$ cat src/hdl/noc_pkg.sv
package noc_pkg;

	localparam int FLIT_WIDTH = 4;
	localparam int PACKET_WIDTH = 32;
	localparam int PACKET_FLITS = PACKET_WIDTH / FLIT_WIDTH;
	localparam int NUM_PORTS = 5;

	// port order used by every request, grant and full vector
	localparam int PORT_LOCAL = 0;
	localparam int PORT_NORTH = 1;
	localparam int PORT_SOUTH = 2;
	localparam int PORT_EAST = 3;
	localparam int PORT_WEST = 4;

	typedef logic [FLIT_WIDTH-1:0] flit_t;     // head flit is {dst_x, dst_y}
	typedef logic [1:0] coord_t;
	typedef logic [PACKET_WIDTH-1:0] packet_t; // msb nibble goes out first
	typedef logic [NUM_PORTS-1:0] port_vec_t;
	typedef logic [2:0] port_sel_t;
	typedef logic [2:0] flit_cnt_t;

	typedef struct packed {
		logic write;
		flit_t flit;
	} link_t;

	typedef enum logic {
		PS_HEAD,
		PS_BODY
	} port_state_t;

endpackage

$ cat src/hdl/flit_fifo.sv
`timescale 1ns/1ps

module flit_fifo import noc_pkg::*; #(
	parameter int DEPTH = 8
) (
	input logic clk_local,
	input logic reset,
	input logic wr,
	input flit_t wr_flit,
	input logic rd,
	output flit_t rd_flit,
	output logic empty,
	output logic full
);

	localparam int AW = (DEPTH > 1) ? $clog2(DEPTH) : 1;
	localparam int CW = $clog2(DEPTH + 1);

	flit_t mem [DEPTH];
	logic [AW-1:0] wr_ptr;
	logic [AW-1:0] rd_ptr;
	logic [CW-1:0] count;
	logic do_wr;
	logic do_rd;

	assign do_wr = wr && !full; // flit dropped when full
	assign do_rd = rd && !empty;
	assign empty = (count == '0);
	assign full = (count == CW'(DEPTH));
	assign rd_flit = mem[rd_ptr];

	always_ff @(posedge clk_local)
	begin
		if (do_wr)
			mem[wr_ptr] <= wr_flit;
	end

	always_ff @(posedge clk_local)
	begin
		if (reset)
		begin
			wr_ptr <= '0;
			rd_ptr <= '0;
			count <= '0;
		end
		else
		begin
			if (do_wr)
				wr_ptr <= (wr_ptr == AW'(DEPTH - 1)) ? '0 : wr_ptr + 1'b1;
			if (do_rd)
				rd_ptr <= (rd_ptr == AW'(DEPTH - 1)) ? '0 : rd_ptr + 1'b1;
			if (do_wr && !do_rd)
				count <= count + 1'b1;
			else if (do_rd && !do_wr)
				count <= count - 1'b1;
		end
	end

	// input port must only pop a flit it has seen
	a_no_read_empty: assert property (@(posedge clk_local) disable iff (reset)
		rd |-> !empty);

endmodule

$ cat src/hdl/packet_serializer.sv
`timescale 1ns/1ps

module packet_serializer import noc_pkg::*; (
	input logic clk_local,
	input logic reset,
	input logic wr,
	input packet_t packet,
	input logic rd,
	output flit_t flit,
	output logic empty,
	output logic full
);

	packet_t shift;
	flit_cnt_t idx;
	logic loaded;
	logic accept;

	assign accept = wr && !loaded; // a write while busy is lost
	assign flit = shift[PACKET_WIDTH-1 -: FLIT_WIDTH];
	assign empty = !loaded;
	assign full = loaded;

	always_ff @(posedge clk_local)
	begin
		if (accept)
			shift <= packet;
		else if (rd)
			shift <= shift << FLIT_WIDTH; // next nibble to the top
	end

	always_ff @(posedge clk_local)
	begin
		if (reset)
		begin
			loaded <= 1'b0;
			idx <= '0;
		end
		else if (accept)
		begin
			loaded <= 1'b1;
			idx <= '0;
		end
		else if (rd && loaded)
		begin
			idx <= idx + 1'b1;
			if (idx == flit_cnt_t'(PACKET_FLITS - 1))
				loaded <= 1'b0;
		end
	end

	a_no_read_empty: assert property (@(posedge clk_local) disable iff (reset)
		rd |-> !empty);

endmodule

$ cat src/hdl/input_port.sv
`timescale 1ns/1ps

module input_port import noc_pkg::*; #(
	parameter coord_t X_COORD = 2'd1,
	parameter coord_t Y_COORD = 2'd1
) (
	input logic clk_local,
	input logic reset,
	input logic empty,
	input flit_t flit_in,
	input logic grant,
	output logic rd,
	output flit_t flit_out,
	output logic send,
	output port_vec_t request
);

	port_state_t state;
	port_vec_t dest;
	port_vec_t route;
	flit_cnt_t cnt;
	coord_t dst_x;
	coord_t dst_y;

	assign dst_x = flit_in[3:2];
	assign dst_y = flit_in[1:0];

	// xy dimension order, x first
	always_comb
	begin
		route = '0;
		if (dst_x > X_COORD)
			route[PORT_EAST] = 1'b1;
		else if (dst_x < X_COORD)
			route[PORT_WEST] = 1'b1;
		else if (dst_y > Y_COORD)
			route[PORT_NORTH] = 1'b1;
		else if (dst_y < Y_COORD)
			route[PORT_SOUTH] = 1'b1;
		else
			route[PORT_LOCAL] = 1'b1;
	end

	assign request = (state == PS_BODY) ? dest : '0;
	assign send = (state == PS_BODY) && grant && !empty;
	assign rd = send;
	assign flit_out = flit_in;

	always_ff @(posedge clk_local)
	begin
		if (state == PS_HEAD && !empty)
			dest <= route; // head stays in the source, sent as flit 0
	end

	always_ff @(posedge clk_local)
	begin
		if (reset)
		begin
			state <= PS_HEAD;
			cnt <= '0;
		end
		else
		begin
			case (state)
				PS_HEAD:
				begin
					cnt <= '0;
					if (!empty)
						state <= PS_BODY;
				end
				PS_BODY:
				begin
					if (send)
					begin
						cnt <= cnt + 1'b1;
						if (cnt == flit_cnt_t'(PACKET_FLITS - 1))
							state <= PS_HEAD; // tail gone, request drops
					end
				end
				default: state <= PS_HEAD;
			endcase
		end
	end

	a_request_onehot: assert property (@(posedge clk_local) disable iff (reset)
		$onehot0(request));

endmodule

$ cat src/hdl/rr_arbiter.sv
`timescale 1ns/1ps

module rr_arbiter import noc_pkg::*; (
	input logic clk_local,
	input logic reset,
	input port_vec_t request,
	input logic dest_full,
	output port_vec_t grant,
	output port_sel_t select
);

	logic lock;
	port_sel_t owner;
	port_sel_t ptr;
	port_sel_t base;
	port_sel_t pick;
	logic pick_valid;
	logic owner_hold;

	function automatic port_sel_t next_port(input port_sel_t p);
		return (p == port_sel_t'(NUM_PORTS - 1)) ? '0 : p + 1'b1;
	endfunction

	assign owner_hold = lock && request[owner];
	// owner just finished, so search already starts past it
	assign base = lock ? next_port(owner) : ptr;

	always_comb
	begin
		port_sel_t idx;
		idx = base;
		pick = owner;
		pick_valid = 1'b0;
		if (owner_hold)
			pick_valid = 1'b1;
		else
		begin
			for (int i = 0; i < NUM_PORTS; i++)
			begin
				if (!pick_valid && request[idx])
				begin
					pick = idx;
					pick_valid = 1'b1;
				end
				idx = next_port(idx);
			end
		end
	end

	assign grant = (pick_valid && !dest_full) ? port_vec_t'(1) << pick : '0;
	assign select = pick;

	always_ff @(posedge clk_local)
	begin
		if (reset)
		begin
			lock <= 1'b0;
			owner <= '0;
			ptr <= '0; // local first
		end
		else if (!dest_full) // stalled output keeps its lock and pointer
		begin
			if (lock && !request[owner])
				ptr <= next_port(owner);
			if (!owner_hold)
			begin
				lock <= pick_valid;
				if (pick_valid)
					owner <= pick;
			end
		end
	end

	a_grant_onehot: assert property (@(posedge clk_local) disable iff (reset)
		$onehot0(grant) && ((grant & ~request) == '0));

endmodule

$ cat src/hdl/crossbar.sv
`timescale 1ns/1ps

module crossbar import noc_pkg::*; (
	input logic clk_local,
	input logic reset,
	input flit_t [NUM_PORTS-1:0] in_flit,
	input port_vec_t in_send,
	input port_sel_t [NUM_PORTS-1:0] sel,
	input port_vec_t sel_valid,
	output link_t [NUM_PORTS-1:0] out
);

	always_ff @(posedge clk_local)
	begin
		for (int o = 0; o < NUM_PORTS; o++)
		begin
			if (reset)
				out[o].write <= 1'b0;
			else
				out[o].write <= sel_valid[o] && in_send[sel[o]];
			out[o].flit <= in_flit[sel[o]]; // only meaningful with write
		end
	end

endmodule

$ cat src/hdl/router.sv
`timescale 1ns/1ps

module router import noc_pkg::*; #(
	parameter coord_t X_COORD = 2'd1,
	parameter coord_t Y_COORD = 2'd1,
	parameter int FIFO_DEPTH = 8
) (
	input logic clk_local,
	input logic reset,
	input packet_t local_in,
	input logic write_en_local,
	input link_t north_in,
	input link_t south_in,
	input link_t east_in,
	input link_t west_in,
	input logic local_neuron_full,
	input logic north_neighbor_full,
	input logic south_neighbor_full,
	input logic east_neighbor_full,
	input logic west_neighbor_full,
	output logic local_full,
	output logic north_full,
	output logic south_full,
	output logic east_full,
	output logic west_full,
	output link_t local_out,
	output link_t north_out,
	output link_t south_out,
	output link_t east_out,
	output link_t west_out
);

	port_vec_t src_empty;
	port_vec_t src_rd;
	flit_t [NUM_PORTS-1:0] src_flit;
	flit_t [NUM_PORTS-1:0] port_flit;
	port_vec_t port_send;
	port_vec_t port_grant;
	port_vec_t [NUM_PORTS-1:0] port_req;  // indexed by input
	port_vec_t [NUM_PORTS-1:0] arb_req;   // indexed by output
	port_vec_t [NUM_PORTS-1:0] arb_grant;
	port_sel_t [NUM_PORTS-1:0] arb_sel;
	port_vec_t arb_valid;
	port_vec_t dest_full;
	link_t [NUM_PORTS-1:1] nb_in;
	logic [NUM_PORTS-1:1] nb_full;
	link_t [NUM_PORTS-1:0] out_link;

	assign nb_in = {west_in, east_in, south_in, north_in};
	assign {west_full, east_full, south_full, north_full} = nb_full;
	assign dest_full = {west_neighbor_full, east_neighbor_full, south_neighbor_full,
		north_neighbor_full, local_neuron_full};
	assign {west_out, east_out, south_out, north_out, local_out} = out_link;

	packet_serializer local_ser_i (
		.clk_local(clk_local),
		.reset(reset),
		.wr(write_en_local),
		.packet(local_in),
		.rd(src_rd[PORT_LOCAL]),
		.flit(src_flit[PORT_LOCAL]),
		.empty(src_empty[PORT_LOCAL]),
		.full(local_full)
	);

	for (genvar j = 1; j < NUM_PORTS; j++)
	begin : g_fifo
		flit_fifo #(.DEPTH(FIFO_DEPTH)) fifo_i (
			.clk_local(clk_local),
			.reset(reset),
			.wr(nb_in[j].write),
			.wr_flit(nb_in[j].flit),
			.rd(src_rd[j]),
			.rd_flit(src_flit[j]),
			.empty(src_empty[j]),
			.full(nb_full[j])
		);
	end

	for (genvar j = 0; j < NUM_PORTS; j++)
	begin : g_port
		input_port #(.X_COORD(X_COORD), .Y_COORD(Y_COORD)) port_i (
			.clk_local(clk_local),
			.reset(reset),
			.empty(src_empty[j]),
			.flit_in(src_flit[j]),
			.grant(port_grant[j]),
			.rd(src_rd[j]),
			.flit_out(port_flit[j]),
			.send(port_send[j]),
			.request(port_req[j])
		);
	end

	// requests transposed to the arbiters, grants folded back per input
	always_comb
	begin
		for (int j = 0; j < NUM_PORTS; j++)
		begin
			port_grant[j] = 1'b0;
			for (int k = 0; k < NUM_PORTS; k++)
			begin
				arb_req[k][j] = port_req[j][k];
				port_grant[j] = port_grant[j] | arb_grant[k][j];
			end
		end
	end

	for (genvar k = 0; k < NUM_PORTS; k++)
	begin : g_arb
		rr_arbiter arb_i (
			.clk_local(clk_local),
			.reset(reset),
			.request(arb_req[k]),
			.dest_full(dest_full[k]),
			.grant(arb_grant[k]),
			.select(arb_sel[k])
		);
		assign arb_valid[k] = |arb_grant[k];
	end

	crossbar xbar_i (
		.clk_local(clk_local),
		.reset(reset),
		.in_flit(port_flit),
		.in_send(port_send),
		.sel(arb_sel),
		.sel_valid(arb_valid),
		.out(out_link)
	);

endmodule

$ cat config.mk
export PLATFORM = sky130hd
export DESIGN_NAME = router
export DESIGN_NICKNAME = d
export VERILOG_FILES = /design/src/hdl/noc_pkg.sv /design/src/hdl/flit_fifo.sv /design/src/hdl/packet_serializer.sv /design/src/hdl/input_port.sv /design/src/hdl/rr_arbiter.sv /design/src/hdl/crossbar.sv /design/src/hdl/router.sv
export SDC_FILE = /design/constraint.sdc
export NUM_CORES = 1
export LEC_CHECK = 0
export ABC_AREA = 1
export BUFFER_PORTS_ARGS = -buffer_cell sky130_fd_sc_hd__buf_2
export CORE_MARGIN = 2
export CORE_UTILIZATION = 55
export CTS_CLUSTER_SIZE = 14
export DETAILED_ROUTE_END_ITERATION = 8
export PLACE_DENSITY = 0.73
export SYNTH_ARGS = -nofsm -noshare
export SYNTH_HDL_FRONTEND = slang
export SYNTH_SLANG_ARGS = --single-unit
export TNS_END_PERCENT = 20
$ cat constraint.sdc
create_clock -name clk_local -period 9.3 [get_ports clk_local]
set_input_delay 1.86 -clock clk_local [delete_from_list [all_inputs] [get_ports clk_local]]
set_output_delay 1.86 -clock clk_local [all_outputs]
set_load 0.02 [all_outputs]
==> impl_metrics.toml, run 1 <==
[worst_setup_path]
critical-path-max-stage-delay_ps = 480
critPathLaunchType = "flip-flop"
rr_worst_depth = 40
r2r-end = "g_fifo[2].fifo_i.count[3]"
r2r_slack_ps = 2570
crit_top_cell = "nand2_1"
worst_ep_required_time_ps = 9700
cp_max_fo = 11
crit_slowest_cell = "dfxtp_1"
path_class = "reg -> reg"
r2r-start = "g_arb[3].arb_i.owner[0]"
cp-end-kind = "flip-flop"
cp.arrival_ps = 7130

[min_path]
worst_hold_path.endpoint = "g_port[4].port_i.cnt[2]"
holdCritStartpoint = "g_port[4].port_i.cnt[2]"
hold_depth = 2
hold_path_class = "reg -> reg"

[grt]
grt_max_degree = 67
antenna_found_initial = 1
grtUsageTotal = 0.267
globalRoute.totalOverflow = 0
grt_pass1_wl_um = 80300
first_global_vias = 16400

[detailed_routing]
wirelength_um = 49800
drtIter0Drc = 1347
ant_nets = 0
drt_pre_antenna_iters = 6
vias_per_cell = 5.62
drc_errors = 0
num_vias = 17300
wl_per_cell_um = 16.2

[clocking]
ctsLongestPathBuffers = 3
post_cts_buffers = 0
cts-root-buf = "clkbuf_16"
h-tree-depth = 2
clk_latency_ps = 530
ctsResizeCount = 0
cts-hold-fix-buffers = 0
cts_buffers = 35
clk_pin_slew_worst_paths_ps = 60
cts_tree = "done"
cts.sinks = 321

[sta]
slew_headroom = 0.220
rsz0062_at_grt = "false"
fin_crit_sh = 0.723
fin_crit_ps = 6730
worst_slack_ps = 2570
slew_violations = 0
fin_skew_ps = 20.0
tightest_slew_ps = 1170
fmax_mhz = 149
fin_tns_setup_ps = 0
setup_viol = 0
finalHoldViolCount = 0

[floorplanning]
std_cell_rows = 69
fp.dieW_um = 193
core_area_sq_mm = 0.0354
die_y_um = 193
initial_core_util = 0.556
die-area_sq_mm = 0.0373
pin_count = 90

[synth]
synthArstFlopShare = 0
syn_area_sq_mm = 0.0197
synth_fp_nets = 2660
synth_top_area_share = 0.282
synth_largest_area_cell = "edfxtp_1"
yosysMostFrequentCell = "nand2_1"
yosys_warnings = 0
synth_cell_types = 62
dominantRegCellSynth = "edfxtp_1"
synth_cells = 2517
synth.area.top_cells = "edfxtp_1, dfxtp_1, nand2_1"
synth-edff-count = 185
synth_common_cells = "nand2_1, nor2_1, inv_1"
ys_seq_area_frac = 0.421
syn_area_per_cell_sq_um = 7.82
ys_seq_elements = 321

[placement]
dp_hpwl_um = 36800
gp_congestion = 0.984
port_buffers = 89
post-place-ws_ps = 2690
place_area_sq_mm = 0.0205

[final_layout]
design_area_sq_mm = 0.0216
drive_gt1_frac = 0.147
antenna_cells = 0
nNetsFinal = 2740
area_growth_pct = 9.57

[run]
maxCapViolations = 0

[outcome]
status = "finished, final reports clean"
-- worst max-delay path: cells and delay by family, from the launching register on --
kind,cells,cell delay (ps)
AO/OA/AOI/OAI,5,790
AND/OR/NAND/NOR,24,3270
flip-flops,1,480
buffers and inverters,5,430
adder cells (fa/ha/maj),6,1620
-- registers in the layout, summed over array words and instances (netlist names), 3 cells and up, named ones only --
signal	count
local_ser_i.shift	32
g_port.port_i.dest	25
local_ser_i.idx	3
g_port.port_i.cnt	15
g_fifo.fifo_i.wr_ptr	12
g_arb.arb_i.ptr	15
xbar_i.out	25
g_arb.arb_i.owner	15
g_port.port_i.state	5
g_fifo.fifo_i.mem	128
g_arb.arb_i.lock	5
g_fifo.fifo_i.rd_ptr	12
g_fifo.fifo_i.count	16
-- routing by layer --
layer	vias to the layer above	share of wire	global-route usage
met3	91	0.074	0.0416
li1	8613	-	-
met4	0	0.026	0.0900
met5	-	0	0
met2	611	0.47	0.450
met1	7999	0.43	0.352
-- how the worst max path moves through the flow --
stage | from | to
global route | g_arb[3].arb_i.owner[0] | g_fifo[2].fifo_i.count[3]
floorplan | g_arb[3].arb_i.owner[0] | g_fifo[4].fifo_i.count[3]
CTS | g_arb[3].arb_i.owner[0] | g_fifo[2].fifo_i.count[3]
finish | g_arb[3].arb_i.owner[0] | g_fifo[2].fifo_i.count[3]
detailed placement | g_arb[3].arb_i.owner[0] | g_fifo[2].fifo_i.count[3]
global placement | g_arb[3].arb_i.owner[0] | g_fifo[2].fifo_i.count[3]
-- cell families after synthesis --
family | synth area share
AO/OA/AOI/OAI | 0.130
XOR/XNOR | 0.00178
adder cells (fa/ha/maj) | 0.0535
buffers and inverters | 0.0765
flip-flops | 0.421
multiplexers | 0.000509
AND/OR/NAND/NOR | 0.318
-- cells in the final DEF (no fill, tap or decap), drive strengths merged, types with 5 or more instances in the layout --
cell     Yosys  layout
edfxtp     185     185
dfxtp      136     136
clkbuf      31      45
ha          81      81
nor3        19      19
o2111ai      5       5
nor2       317     317
clkinv       2      11
nand4       29      29
inv        328     330
o21bai       5       5
o211a        9       9
a21oi      107     107
nand2      655     655
o211ai       6       6
o21ai      199     199
o32ai       31      31
buf         15      91
a31oi        6       6
o22ai       39      39
a211oi       5       5
or2          8       8
nand3      269     269
-- metrics by stage --
stage | util | instances | hold slack, ps
floorplan | - | 2517 | 429
global placement | 0.578 | 3021 | 445
detailed placement | 0.578 | 3021 | 460
CTS | 0.609 | 3082 | 470
global route | 0.609 | 3082 | 494
finish | 0.609 | 3082 | 467
-- layout make-up --
type / instances / area (sq um)
inverter: 330 / 1240
multi-input combinational: 1818 / 9900
tap: 461 / 577
sequential: 321 / 8280
clock buffer: 45 / 955
clock inverter: 16 / 154
timing repair buffer: 91 / 460
fill: 3165 / 13800
Power of run 1 is not shown: default switching activity piles up to over one toggle a cycle in this logic, so the estimate is an artifact.
==> run 2, diff against run 1 <==
- ABC_AREA: 1 -> 0
- PLACE_DENSITY: 0.73 -> 0.75
- clock period: 9.3 -> 5.5 ns (I/O delays scaled with it)
==> impl_metrics.toml, run 2 <==
[grt]
grt_max_degree = 89
grtUsageTotal = 0.328
first_global_vias = 19100
antenna_found_initial = 1
globalRoute.totalOverflow = 0
grt_pass1_wl_um = 101000

[synth]
yosys_warnings = 0
synth_cells = 2029
synth.area.top_cells = "edfxtp_1, dfxtp_1, ha_1"
synth_top_area_share = 0.271
syn_area_sq_mm = 0.0205
synth_common_cells = "nor2_1, edfxtp_1, nand2_1"
ys_seq_elements = 321
synthArstFlopShare = 0
synth_largest_area_cell = "edfxtp_1"
ys_seq_area_frac = 0.403
syn_area_per_cell_sq_um = 10.1
dominantRegCellSynth = "edfxtp_1"
synth-edff-count = 185
synth_fp_nets = 2172
synth_cell_types = 128
yosysMostFrequentCell = "nor2_1"

[sta]
tightest_slew_ps = 1180
setup_viol = 78
fin_skew_ps = 11.2
rsz0062_at_grt = "true"
finalHoldViolCount = 0
fin_crit_ps = 6310
slew_violations = 0
slew_headroom = 0.190
fin_crit_sh = 1.15
fmax_mhz = 159
worst_slack_ps = -807
fin_tns_setup_ps = -19180
holdWs_ps = 496

[final_layout]
fin_cells = 3055
largest_register_ffs = 128
area_growth_pct = 36.0
antenna_cells = 0
layout_commonest_cell = "buf_4"
nNetsFinal = 2704
reg_top3 = "g_fifo.fifo_i.mem: 128 flops, local_ser_i.shift: 32 flops"
drive_gt1_frac = 0.409
final_cell_mix = "buf_4, nor2_1, edfxtp_1"
top_register = "g_fifo.fifo_i.mem"

[min_path]
hold_path_class = "reg -> reg"

[floorplanning]
std_cell_rows = 70
pin_count = 90
core_area_sq_mm = 0.0367
fp.dieW_um = 197
die-area_sq_mm = 0.0389
initial_core_util = 0.559
die_y_um = 197

[clocking]
clk_pin_slew_worst_paths_ps = 70
cts-hold-fix-buffers = 0
cts.sinks = 321
cts-root-buf = "clkbuf_16"
h-tree-depth = 2
clk_latency_ps = 520
cts_buffers = 34
cts_tree = "done"
ctsLongestPathBuffers = 3

[worst_setup_path]
cp-end-kind = "flip-flop"
rr_worst_depth = 32
cp_max_fo = 4
cp.arrival_ps = 6720
worst_ep_required_time_ps = 5910
path_class = "reg -> reg"
critPathLaunchType = "flip-flop"
r2r_slack_ps = -810
r2r-start = "g_arb[2].arb_i.owner[0]"
endpoint = "g_fifo[1].fifo_i.count[2]"
crit_start = "g_arb[2].arb_i.owner[0]"
critical-path-max-stage-delay_ps = 420
r2r-end = "g_fifo[1].fifo_i.count[2]"
crit_slowest_cell = "or3b_4"

[detailed_routing]
drt_pre_antenna_iters = 6
ant_nets = 0
num_vias = 19300
wl_per_cell_um = 21.6
drtIter0Drc = 2008
wirelength_um = 66000
vias_per_cell = 6.31
drc_errors = 0

[placement]
post-place-ws_ps = -884
gp_congestion = 0.942
dp.cells = 2912
dp_hpwl_um = 45400
port_buffers = 89

[outcome]
status = "complete, but fails checks"
violations = "setup timing"

[run]
maxCapViolations = 0
-- run 2: cell count changes in the layout (fill, tap and decap cells not counted), moves of 39 or more --
cell	before	now
mux2i_1	1	78
nand3_1	228	24
ha_1	81	42
mux4_2	0	41
o21ai_0	181	71
inv_1	282	57
nand2_2	60	3
buf_4	2	455
mux2_2	0	49
nor2_1	286	219
nand2_1	560	141
nor3_1	19	66
-- run 2: critical path: cells and delay by family (launching register included) --
kind / cells / cell delay [ps]
buf+inv: 5 / 440
flops: 1 / 370
mux: 3 / 730
compound gates: 12 / 1940
xor+xnor: 1 / 250
simple gates: 6 / 1510
fa+ha+maj: 5 / 920
-- run 2: timing repair --
action	in CTS	in global routing
setup buffers	55	29
resized for setup	161	81
cloned	1	0
pin swaps	91	76
endpoints found under the setup margin	89	93
-- run 2: per-layer routing --
layer  share of wire  global-route usage  routed length (um)  vias to the layer above
met5               0                   0                   0                        -
met1            0.40               0.416               26500                     9283
met2            0.48               0.562               31900                      903
li1                -                   -                   -                     8862
met3           0.070              0.0461                4620                      218
met4           0.045               0.140                2960                        0
-- run 2: cell type report --
type | count | area [sq um]
well taps | 468 | 586
fillers | 2309 | 8780
clock buffers | 47 | 941
clock inverters | 15 | 204
repair buffers | 587 | 4440
flip-flops and latches | 321 | 8300
inverters | 90 | 363
multi-input cells | 1527 | 13100
-- run 2: cell families (layout without fill, tap and decap cells) --
family | count (synthesis) | after routing | share of synthesized area
compound gates | 511 | 511 | 0.197
xor+xnor | 16 | 16 | 0.00683
fa+ha+maj | 83 | 83 | 0.0513
buf+inv | 181 | 739 | 0.0371
flops | 321 | 321 | 0.403
mux | 190 | 190 | 0.124
simple gates | 727 | 727 | 0.180
-- run 2: through the flow --
| stage | utilization | cell area [sq um] |
|---|---|---|
| global route | 0.761 | 27900 |
| detailed placement | 0.681 | 25000 |
| floorplan | - | 21300 |
| CTS | 0.745 | 27300 |
| finish | 0.761 | 27900 |
| global placement | 0.681 | 25000 |
-- run 2: worst min-delay path by stage --
stage | start | to | cells after the start
final | g_arb[1].arb_i.ptr[0] | g_arb[1].arb_i.ptr[0] | 2
after global routing | g_fifo[1].fifo_i.rd_ptr[1] | flip-flop | 2
after CTS | g_arb[1].arb_i.ptr[0] | g_arb[1].arb_i.ptr[0] | 2
after detailed placement | g_arb[1].arb_i.ptr[0] | g_arb[1].arb_i.ptr[0] | 2
after global placement | g_fifo[1].fifo_i.rd_ptr[1] | g_fifo[1].fifo_i.rd_ptr[1] | 2
after floorplan | g_fifo[4].fifo_i.rd_ptr[1] | flip-flop | 2
Power of run 2 is left out for the same reason.
